<file path="config.mk">
export PLATFORM = sky130hd
export DESIGN_NAME = fft_agu
export DESIGN_NICKNAME = d
export VERILOG_FILES = /design/src/design/fft_pkg.sv /design/src/design/fft_agu.sv
export SDC_FILE = /design/constraint.sdc
export NUM_CORES = 1
export LEC_CHECK = 0
export ABC_AREA = 0
export BUFFER_PORTS_ARGS = -buffer_cell sky130_fd_sc_hd__buf_4
export CAP_MARGIN = 20
export CELL_PAD_IN_SITES_DETAIL_PLACEMENT = 0
export CELL_PAD_IN_SITES_GLOBAL_PLACEMENT = 2
export CORE_MARGIN = 2
export CORE_UTILIZATION = 33
export DETAILED_ROUTE_END_ITERATION = 8
export PLACE_DENSITY_LB_ADDON = 0.15
export SKIP_LAST_GASP = 1
export SLEW_MARGIN = 10
export SYNTH_ARGS = -nofsm -noshare
export SYNTH_HDL_FRONTEND = slang
export SYNTH_SLANG_ARGS = --single-unit
</file>
<file path="constraint.sdc">
create_clock -name clock -period 3.2 [get_ports clock]
set_input_delay 0.64 -clock clock [delete_from_list [all_inputs] [get_ports clock]]
set_output_delay 0.64 -clock clock [all_outputs]
set_load 0.1 [all_outputs]
</file>
<file path="src/design/fft_pkg.sv">
package fft_pkg;

    // ------------------------------------------------------------------------
    // transform geometry.
    // ------------------------------------------------------------------------

    // 32 points in five radix-2 levels.
    localparam int fft_points = 32;
    localparam int fft_levels = 5;

    // default sample width and the 16-bit Q1.14 twiddle format.
    localparam int sample_width = 16;
    localparam int coef_width   = 16;
    localparam int coef_frac    = 14;

    // ------------------------------------------------------------------------
    // widths with a meaning.
    // ------------------------------------------------------------------------

    // sample address within a bank.
    typedef logic [$clog2(fft_points)-1:0] addr_t;

    // level number, 0 to fft_levels-1.
    typedef logic [2:0] level_t;

    // butterfly index within one level.
    typedef logic [$clog2(fft_points/2)-1:0] bfly_idx_t;

    // twiddle table index, W32^k for k below 16.
    typedef logic [$clog2(fft_points/2)-1:0] tw_idx_t;

    typedef logic signed [coef_width-1:0]   coef_t;
    typedef logic signed [sample_width-1:0] sample_t;

    // ------------------------------------------------------------------------
    // grouped signals.
    // ------------------------------------------------------------------------

    // memory word and butterfly operand.
    typedef struct packed {
        sample_t re;
        sample_t im;
    } cplx_t;

    typedef struct packed {
        coef_t re;
        coef_t im;
    } twiddle_t;

    // butterfly pair plus the bank it is read from.
    typedef struct packed {
        addr_t a;
        addr_t b;
        logic  bank;
    } bfly_addr_t;

    // address generator sequencing.
    typedef enum logic [1:0] {
        idle,
        run,
        drain,
        finish
    } agu_state_e;

endpackage

</file>
<file path="src/design/fft_agu.sv">
`timescale 1ns/1ps

module fft_agu (
    input  logic                clock,
    input  logic                arst_n,
    input  logic                start,
    output fft_pkg::bfly_addr_t rd_pair,
    output logic                rd_en,
    output fft_pkg::tw_idx_t    tw_idx,
    output fft_pkg::bfly_addr_t wr_pair,
    output logic                wr_en,
    output logic                busy,
    output logic                done
);

    fft_pkg::agu_state_e state;
    fft_pkg::level_t     level;
    fft_pkg::bfly_idx_t  idx;
    logic                drain_cnt;
    logic                last_level;

    fft_pkg::addr_t      tw_mask;
    fft_pkg::addr_t      tw_full;

    fft_pkg::bfly_addr_t pair_d1;
    logic                en_d1;

    // 5-bit rotate left by the level.
    function automatic fft_pkg::addr_t rotl(fft_pkg::addr_t v, fft_pkg::level_t s);
        logic [9:0] both;
        both = {v, v} << s;
        return both[9:5];
    endfunction

    assign last_level = (level == fft_pkg::level_t'(fft_pkg::fft_levels - 1));

    // ------------------------------------------------------------------------
    // level and index sequencing.
    // ------------------------------------------------------------------------

    // 16 reads, then 2 drain cycles so the last writes land before the swap.
    always_ff @(posedge clock or negedge arst_n) begin
        if (!arst_n) begin
            state     <= fft_pkg::idle;
            level     <= '0;
            idx       <= '0;
            drain_cnt <= 1'b0;
        end else begin
            case (state)
                fft_pkg::idle: begin
                    if (start) begin
                        state <= fft_pkg::run;
                        level <= '0;
                        idx   <= '0;
                    end
                end
                fft_pkg::run: begin
                    idx <= idx + 1'b1;
                    if (idx == '1) begin
                        state     <= fft_pkg::drain;
                        drain_cnt <= 1'b0;
                    end
                end
                fft_pkg::drain: begin
                    drain_cnt <= 1'b1;
                    if (drain_cnt) begin
                        if (last_level) begin
                            state <= fft_pkg::finish;
                        end else begin
                            state <= fft_pkg::run;
                            level <= level + 1'b1;
                        end
                    end
                end
                default: state <= fft_pkg::idle;
            endcase
        end
    end

    assign rd_en = (state == fft_pkg::run);
    assign busy  = (state == fft_pkg::run) || (state == fft_pkg::drain);
    assign done  = (state == fft_pkg::finish);

    // ------------------------------------------------------------------------
    // addresses and twiddle index.
    // ------------------------------------------------------------------------

    // pair differs only in bit level; banks swap every level.
    assign rd_pair.a    = rotl({idx, 1'b0}, level);
    assign rd_pair.b    = rotl({idx, 1'b1}, level);
    assign rd_pair.bank = level[0];

    // (a mod 2^L) scaled up by 2^(4-L).
    assign tw_mask = fft_pkg::addr_t'((1 << level) - 1);
    assign tw_full = (rd_pair.a & tw_mask) << (3'd4 - level);
    assign tw_idx  = fft_pkg::tw_idx_t'(tw_full);

    // write side trails the read by memory plus butterfly latency.
    always_ff @(posedge clock or negedge arst_n) begin
        if (!arst_n) begin
            en_d1 <= 1'b0;
            wr_en <= 1'b0;
        end else begin
            en_d1 <= rd_en;
            wr_en <= en_d1;
        end
    end

    always_ff @(posedge clock) begin
        pair_d1 <= rd_pair;
        wr_pair <= pair_d1;
    end

endmodule

</file>
==> flow_summary.yaml, run 1 <==
timing:
  period_share: 0.977
  period_needed_ns: 3.13
  slew_headroom: 0.617
  fmax_ghz: 0.320
  slew_violations: 0
  setup_viol: 0
  worstMarginPinSlew_ns: 0.559
  skew_ns: 0.0105
  whs_ns: 0.176
  finalWorstSetupSlack_ns: 0.0737
  hold_viol_final: 0
critical_path:
  cp.required_ns: 2.56
  worstPathArrival_ns: 2.49
  start_kind: "flop"
  cp_cell_sequence: "clkinv_2, ha_2, ha_4, inv_2, ha_4, a21boi_1, a21oi_1, or4b_1, o211ai_1, buf_6"
  end_kind: "primary output"
  critPathKind: "flop to primary output"
  cp_common_cell: "ha_4"
  slowest_delay_ns: 0.47
  crit_slowest_cell: "or4b_1"
  cp_max_fo: 4
synthesis:
  synthTopCellsByCount: "22 x dfxtp_1, 22 x nand2_1, 16 x o21ai_0"
  ys_seq_elements: 34
  avgSynthCellArea_um2: 9.20
  synthXorXnorAreaFrac: 0.0101
  ys_types: 43
  synth_edf_count: 0
  syn_nets: 205
  yosys-mux-area-fraction: 0.0547
  netlist_area_mm2: 0.00174
  netlist.area_leader.share: 0.253
  syn_inst: 189
  synth_area_leader_cell: "dfxtp_1"
  yosys_warnings: 0
  yosysSeqAreaShare: 0.426
  async_flop_share: 0.353
  synthFlopType: "dfxtp_1"
  synth_top_family_by_area: "compound AO/OA/AOI/OAI gates"
  synth-compound-area-share: 0.177
  synthAdderAreaFrac: 0.0936
  synth_area_leaders: "dfxtp_1 25%, dfrtp_1 17%, ha_1 9.4%"
  yosys.area_share.simple: 0.176
clocking:
  postCtsHoldBufs: 0
  cts.sinks: 34
  clock_insertion_delay_worst_skew_ns: 0.30
  cts_max_level: 2
  cts_root_buffer: "clkbuf_8"
  numCtsBuffers: 5
  clkTransAtPathRegs_ns: 0.08
  clockBufferDepth: 2
  cts_tree: "done"
detailed_routing:
  drt_iter0_markers: 72
  wl_mm: 4.26
  via_per_inst: 5.02
  drc: 0
  drt-pass1-iter-count: 4
  routedWlPerCell_um: 14.4
  drtAntennaViolNets: 0
  dr_total_vias: 1486
floorplan:
  initial_core_util: 0.340
  die_y_um: 76.6
  core_area_mm2: 0.00511
  num_rows: 26
  die_x_um: 76.6
  fp.dieArea_mm2: 0.00586
  io_pins: 33
cells_and_area:
  antennaDiodeCount: 0
  drive_gt1_frac: 0.288
  syn2layout_area_growth_pct: 28.9
  nNetsFinal: 241
  stdcell_count: 296
placement:
  hpwl_mm: 2.85
  io_buffer_count: 32
  place.gp.congestion: 0.887
  placedCellCount: 283
  dp_slack_ns: 0.177
grt:
  grt_util_all_layers: 0.151
  grt_pass1_wl_mm: 7.00
  grt_pass1_vias: 1383
  overflow: 0
  grt_max_degree: 31
  antenna_found_initial: 0
hold_path:
  hold_class: "input pin to asynchronous set/reset pin"
job:
  cap_violations: 0
power_and_ir_drop:
  leakagePower_nw: 0.999
  power_w: 0.000768
  peakVddDrop_mv: 0.175
  powerDensity_mw_per_mm2: 343
run_status:
  outcome: "completed"
per-stage QoR:
| step | util | TNS [ns] | cell area [um^2] |
|---|---|---|---|
| 2_1_floorplan | - | -1.07 | 1750 |
| 3_3_place_gp | 0.399 | 0 | 2040 |
| 3_5_place_dp | 0.399 | 0 | 2040 |
| 4_1_cts | 0.421 | 0 | 2150 |
| 5_1_grt | 0.439 | -0.0442 | 2240 |
| 6_report | 0.439 | 0 | 2240 |
sequential cells by signal, indices dropped and copies added (netlist names):
signal     flops
wr_pair       11
drain_cnt      1
wr_en          1
pair_d1       11
en_d1          1
state          2
level          3
idx            4
routing by layer:
layer	part of all wire	wire [um]	up-vias	global-route usage
met3	0.042	180	8	0.0355
met5	0	0	-	0
met1	0.47	2020	705	0.210
li1	-	-	737	-
met2	0.46	1980	36	0.217
met4	0.018	78	0	0.0782
what timing repair did:
item | in CTS | in global routing
setup endpoints to repair | 1 | 1
buffers inserted | 1 | 3
resized for setup | 3 | 11
gates cloned | 0 | 1
pin swaps | 0 | 1
area by class of cell:
cell class	count	area, um^2
fillers	512	2870
multi-input cells	134	931
well taps	70	87.6
clock inverters	2	12.5
clock buffers	6	82.6
flip-flops and latches	34	742
repair buffers	42	349
inverters	8	36.3
cell usage in the layout, fill, tap and decap left out, types with 2 or more instances in the layout:
cell type	Yosys	routed
clkinv_2	2	2
nand2b_1	5	5
nor3_1	3	3
a32oi_1	2	2
dfxtp_1	22	22
o21ai_0	16	14
inv_1	5	4
nand4_1	2	2
nor2_1	11	10
ha_1	13	10
buf_4	1	39
mux2i_1	8	8
o32ai_1	2	2
or4_1	2	2
ha_4	0	2
a21boi_1	2	2
a21oi_1	10	9
and3_1	2	2
nand2_1	22	21
inv_2	1	2
dfrtp_1	12	11
nand3_1	9	9
a31oi_1	2	2
a22o_1	2	2
clkbuf_8	0	6
o21ai_1	3	5
o211ai_1	4	4
critical path: cells and delay by family (launching register included):
kind	cells	cell delay [ns]
flops	1	0.41
compound gates	3	0.37
fa+ha+maj	3	0.54
buf+inv	3	0.40
simple gates	1	0.47
logic make-up (layout without fill, tap and decap cells):
logic type / after synthesis / after routing
flip-flops: 34 / 34
multiplexers: 9 / 9
XOR/XNOR: 2 / 2
AO/OA/AOI/OAI: 49 / 49
buffers and inverters: 21 / 58
AND/OR/NAND/NOR: 61 / 61
adder cells (fa/ha/maj): 13 / 13
final timing paths:
check / from / endpoint / slack, ns / depth (start not counted)
setup reg to reg: level[1]$_DFFE_PN0P_ / level[2]$_DFFE_PN0P_ / 1.42 / 5
hold reg to reg: pair_d1[1]$_DFF_P_ / wr_pair[1]$_DFF_P_ / 0.33 / 0
hold / removal: arst_n / en_d1$_DFF_PN0_ / 0.18 / 1
max in group asynchronous: arst_n / level[0]$_DFFE_PN0P_ / 2.85 / 1
min in group clock: pair_d1[1]$_DFF_P_ / wr_pair[1]$_DFF_P_ / 0.33 / 0
setup / recovery: level[0]$_DFFE_PN0P_ / tw_idx[3] / 0.07 / 10
power breakdown:
part	internal, W	switching, W
registers	0.000425	0
clock network	0.000173	0.000165
logic	0.00000176	0.00000331
Note: power is estimated with default switching activity, not from simulation.
==> inputs of run 2 (changes only) <==
--- a/config.mk
+++ b/config.mk
@@ -14,6 +14,7 @@
 export CORE_UTILIZATION = 33
 export DETAILED_ROUTE_END_ITERATION = 8
 export PLACE_DENSITY_LB_ADDON = 0.15
+export SETUP_SLACK_MARGIN = 0.5
 export SKIP_LAST_GASP = 1
 export SLEW_MARGIN = 10
 export SYNTH_ARGS = -nofsm -noshare
==> run 2 against run 1 <==
Against the previous run: fmax increased by 5.4%; final cell count increased by 2.4%; largest cell class unchanged; largest power group unchanged; global-route usage decreased by 0.83 points; final area increased by 11%.
==> flow_summary.yaml, run 2 (synthesis results as in run 1) <==
placement:
  io_buffer_count: 32
  place.gp.congestion: 0.768
  hpwl_mm: 2.89
cells_and_area:
  antennaDiodeCount: 0
  drive_gt1_frac: 0.382
  reg.largest.list: "pair_d1: 11 flops, wr_pair: 11 flops, idx: 4 flops"
  nNetsFinal: 249
  n_fill_cell: 481
  mostFrequentLayoutCell: "buf_4"
  layout_common_cells: "39 x buf_4, 22 x nand2_1, 22 x dfxtp_1, 14 x o21ai_0"
  syn2layout_area_growth_pct: 43.2
floorplan:
  fp.dieArea_mm2: 0.00586
  num_rows: 26
  io_pins: 33
  core_area_mm2: 0.00511
  die_x_um: 76.6
  die_y_um: 76.6
  initial_core_util: 0.340
grt:
  antenna_found_initial: 0
  grt_use_met1: 0.166
  grt_util_met3: 0.0379
  use_met2: 0.247
  grt_max_degree: 28
  top_usage_layer: "met2"
  grt_util_all_layers: 0.143
  overflow: 0
  grt_pass1_vias: 1422
  grt_pass1_wl_mm: 6.74
timing:
  rsz0062_at_grt: "true"
  setup-tns-final_ns: 0
  hold_viol_final: 0
  skew_ns: 0.00478
  setup_viol: 0
  slew_headroom: 0.616
  fmax_ghz: 0.337
  worstMarginPinSlew_ns: 0.571
  period_share: 0.927
  slew_violations: 0
  period_needed_ns: 2.97
power_and_ir_drop:
  p_int_w: 0.000645
  swShare: 0.182
  power_w: 0.000788
  peakVddDrop_mv: 0.208
  pwr-share-comb: 0.006
  powerDensity_mw_per_mm2: 317
  p_sw_w: 0.000144
  clkPwrFrac: 0.454
  seq_power_share: 0.540
  leakagePower_nw: 1.10
job:
  cap_violations: 0
clocking:
  clkTransAtPathRegs_ns: 0.07
  clockBufferDepth: 2
  cts.sinks: 34
  postCtsHoldBufs: 0
  numCtsBuffers: 5
  cts_tree: "done"
  cts_max_level: 2
  clock_insertion_delay_worst_skew_ns: 0.28
  cts_root_buffer: "clkbuf_8"
critical_path:
  reg2reg_slack_ns: 1.30
  critPathKind: "flop to primary output"
  r2r-start: "level[0]$_DFFE_PN0P_"
  reg2reg_to: "level[2]$_DFFE_PN0P_"
  cp_cell_sequence: "clkinv_8, ha_4, ha_4, inv_4, ha_4, a21boi_2, a21oi_1, or4b_1, o211ai_1, buf_6"
  end_kind: "primary output"
  endpoint: "tw_idx[3]"
  start_kind: "flop"
  worstPathArrival_ns: 2.33
  cp_top_family: "simple AND/OR/NAND/NOR gates"
  slowest_delay_ns: 0.46
  cp_max_fo: 4
  cp.required_ns: 2.56
  worst-path-stages: 10
  cp_common_cell: "ha_4"
  crit_slowest_cell: "or4b_1"
  reg2reg_depth: 6
  critical_path_buf_inv_count: 3
  critPathLaunch: "level[0]$_DFFE_PN0P_"
detailed_routing:
  drt-pass1-iter-count: 5
  wl_mm: 4.31
  via_per_inst: 5.09
  drtAntennaViolNets: 0
  drc: 0
  routedWlPerCell_um: 14.2
  dr_total_vias: 1542
  drt_iter0_markers: 98
hold_path:
  hold_class: "input pin to asynchronous set/reset pin"
run_status:
  outcome: "completed"
## run 2: changes by cell type in the layout (fill, tap and decap cells not counted), moves of 3 or more
cell / change
o21ai_2: +3
mux2i_1: -3
o21ai_1: -3
buf_6: +4
## run 2: per-stage QoR
stage	instance area, um^2	util	hold slack [ns]	std cells	setup WS (ns)
after floorplan	1850	-	0.310	189	-0.279
after global placement	2130	0.417	0.310	282	0.352
final	2490	0.487	0.190	303	0.235
after CTS	2300	0.450	0.186	294	0.222
after detailed placement	2130	0.417	0.312	282	0.277
after global routing	2490	0.487	0.186	303	0.109
## run 2: power by group through the flow
| stage | registers [W] | logic [W] | clock network (W) |
|---|---|---|---|
| 2_1_floorplan | 0.000434 | 0.000000180 | 0 |
| 3_3_place_gp | 0.000434 | 0.00000501 | 0 |
| 3_5_place_dp | 0.000434 | 0.00000514 | 0 |
| 4_1_cts | 0.000425 | 0.00000522 | 0.000376 |
| 5_1_grt | 0.000425 | 0.00000569 | 0.000394 |
| 6_report | 0.000425 | 0.00000484 | 0.000358 |
## run 2: worst min path at each step
stage,to,slack (ns),cells past startpoint
finish,state[1]$_DFFE_PN0P_,0.19,1
global route,state[1]$_DFFE_PN0P_,0.19,1
CTS,state[1]$_DFFE_PN0P_,0.19,1
detailed placement,wr_pair[7]$_DFF_P_,0.31,0
global placement,wr_pair[2]$_DFF_P_,0.31,0
floorplan,wr_pair[0]$_DFF_P_,0.31,0
## run 2: layout make-up
cell class | count | area [um^2] | share of cell area
Tap cell | 70 | 87.6 | 0.0352
Timing Repair Buffer | 50 | 474 | 0.191
Sequential cell | 34 | 744 | 0.299
Clock buffer | 7 | 108 | 0.0432
Inverter | 8 | 50.0 | 0.0201
Multi-Input combinational cell | 134 | 1020 | 0.412
## run 2: worst reg2reg max path, stage by stage, from the launching register on
cell and delay (ns):
dfrtp_2 0.47, buf_4 0.18, buf_12 0.14, ha_1 0.20, ha_1 0.26, or4_1 0.49, o21ai_0 0.09
## run 2: metal layers
layer | share of wire | wire (um) | vias to the layer above
met2 | 0.49 | 2130 | 53
met1 | 0.43 | 1870 | 719
li1 | - | - | 763
met5 | 0 | 0 | -
met4 | 0.013 | 57 | 0
met3 | 0.059 | 253 | 7
## run 2: repair_timing
action,CTS,global route
gates resized for setup,7,21
endpoints found under the setup margin,9,9
gates cloned,0,2
pin swaps,2,6
setup buffers,5,7
==> inputs of run 3 (changes only) <==
==> constraint.sdc (replaced) <==
create_clock -name clock -period 3.2 [get_ports clock]
set_input_delay 0 -clock clock [delete_from_list [all_inputs] [get_ports clock]]
set_output_delay 0 -clock clock [all_outputs]
set_load 0.1 [all_outputs]
==> run 3 against run 2 <==
Against the previous run: fmax increased by 17%; critical path depth unchanged; highest routed layer unchanged; non-clock buffer count decreased by 12; largest cell class unchanged; critical endpoint unchanged; first-iteration DRC count increased by 31%.
==> flow_summary.yaml, run 3 (synthesis results as in run 1) <==
detailed_routing:
  via_per_inst: 5.18
  dr_total_vias: 1514
  wl_mm: 4.05
  drc: 0
  drt_iter0_markers: 128
  routedWlPerCell_um: 13.9
  drtAntennaViolNets: 0
  drt-pass1-iter-count: 4
critical_path:
  start_kind: "flop"
  worstPathArrival_ns: 2.53
  end_kind: "primary output"
  cp_max_fo: 9
  critPathKind: "flop to primary output"
  cp.required_ns: 3.20
  critPathLaunch: "level[1]$_DFFE_PN0P_"
  r2r-start: "state[0]$_DFFE_PN0P_"
clocking:
  cts_max_level: 2
  cts.sinks: 34
  clock_insertion_delay_worst_skew_ns: 0.29
  clkTransAtPathRegs_ns: 0.08
  cts_root_buffer: "clkbuf_8"
  numCtsBuffers: 5
  clockBufferDepth: 2
  cts_tree: "done"
placement:
  hpwl_mm: 2.95
  io_buffer_count: 32
  placedCellCount: 281
  place.gp.congestion: 0.782
cells_and_area:
  mostFrequentLayoutCell: "buf_4"
  nNetsFinal: 237
  syn2layout_area_growth_pct: 28.7
  stdcell_count: 292
  drive_gt1_frac: 0.270
  reg.largest.list: "pair_d1: 11 flops, wr_pair: 11 flops, idx: 4 flops"
  antennaDiodeCount: 0
  layout_common_cells: "35 x buf_4, 22 x nand2_1, 22 x dfxtp_1, 14 x o21ai_0, 12 x dfrtp_1"
floorplan:
  io_pins: 33
  fp.dieArea_mm2: 0.00586
  num_rows: 26
  die_y_um: 76.6
  core_area_mm2: 0.00511
  die_x_um: 76.6
  initial_core_util: 0.340
grt:
  overflow: 0
  grt_max_degree: 31
  grt_pass1_vias: 1427
  grt_util_all_layers: 0.146
  antenna_found_initial: 0
  grt_pass1_wl_mm: 6.95
power_and_ir_drop:
  leakagePower_nw: 0.985
  seq_power_share: 0.482
  p_sw_w: 0.000174
  powerDensity_mw_per_mm2: 394
  p_int_w: 0.000708
  clkPwrFrac: 0.512
  pwr-share-comb: 0.007
  swShare: 0.197
  peakVddDrop_mv: 0.149
timing:
  setup_viol: 0
  slew_headroom: 0.646
  rsz0062_at_grt: "false"
  hold_viol_final: 0
  slew_violations: 0
  period_needed_ns: 2.53
  worstMarginPinSlew_ns: 0.516
  setup-tns-final_ns: 0
  period_share: 0.792
  fmax_ghz: 0.395
  skew_ns: 0.0103
job:
  cap_violations: 0
hold_path:
  hold_class: "input pin to asynchronous set/reset pin"
run_status:
  outcome: "completed"
==> run 3: cell count changes in the layout (fill, tap and decap cells not counted), moves of 2 or more <==
cell / before / now
buf_4: 39 / 35
buf_6: 5 / 2
mux2i_4: 2 / 0
clkinv_4: 1 / 3
clkbuf_16: 3 / 1
o21ai_2: 3 / 1
dfrtp_2: 3 / 0
mux2i_1: 5 / 7
a21boi_2: 2 / 0
a21boi_1: 0 / 2
o21ai_1: 2 / 4
buf_12: 3 / 0
dfrtp_1: 9 / 12
==> run 3: layer usage <==
metal  GRT usage  wire length (um)  vias up
li1            -                 -      738
met1       0.186              1740      709
met2       0.243              2000       55
met3      0.0379               246       12
met4      0.0436                69        0
met5           0                 0        -
==> run 3: path summary, 6_finish.rpt <==
kind / to / slack, ns / cells after the start
setup / recovery: tw_idx[3] / 0.67 / 10
min in group clock: idx[1]$_DFFE_PN0P_ / 0.23 / 3
hold reg to reg: wr_pair[6]$_DFF_P_ / 0.33 / 0
hold / removal: en_d1$_DFF_PN0_ / 0.08 / 2
setup reg to reg: level[2]$_DFFE_PN0P_ / 1.41 / 6
max in group asynchronous: level[1]$_DFFE_PN0P_ / 2.96 / 2
==> run 3: critical path, cell delays in order, from the launching register on <==
cell,delay [ns]
dfrtp_1,0.40
clkinv_4,0.12
ha_4,0.19
ha_4,0.16
inv_1,0.09
ha_2,0.21
a21boi_1,0.18
a21oi_1,0.06
or4b_1,0.47
o211ai_1,0.12
buf_6,0.26
==> run 3: metrics by stage <==
stage / cell area [um^2] / power, W / hold WS [ns] / setup WS [ns] / utilization
6_report: 2240 / 0.000882 / 0.0837 / 0.666 / 0.438
5_1_grt: 2240 / 0.000916 / 0.106 / 0.504 / 0.438
4_1_cts: 2210 / 0.000895 / 0.0818 / 0.540 / 0.433
3_5_place_dp: 2070 / 0.000440 / -0.146 / 0.861 / 0.405
3_3_place_gp: 2070 / 0.000439 / -0.151 / 0.906 / 0.405
2_1_floorplan: 1800 / 0.000435 / -0.296 / 0.306 / -
==> run 3: final cells by class <==
| type | count | area (um^2) |
|---|---|---|
| Sequential cell | 34 | 741 |
| Clock buffer | 6 | 93.8 |
| Tap cell | 70 | 87.6 |
| Clock inverter | 2 | 38.8 |
| Inverter | 8 | 40.0 |
| Timing Repair Buffer | 38 | 295 |
| Fill cell | 504 | 2870 |
| Multi-Input combinational cell | 134 | 941 |
==> run 3: what timing repair did <==
action	CTS	global route
resized for setup	0	3
endpoints found under the setup margin	0	1
endpoints found under the hold margin	12	0
buffers inserted	0	2
hold buffers	1	0
==> run 3: power groups by stage <==
stage | Sequential (W) | Combinational (W) | Clock (W)
floorplan | 0.000434 | 0.000000180 | 0
global placement | 0.000434 | 0.00000501 | 0
detailed placement | 0.000434 | 0.00000522 | 0
CTS | 0.000425 | 0.00000619 | 0.000464
global route | 0.000425 | 0.00000672 | 0.000485
finish | 0.000425 | 0.00000580 | 0.000452
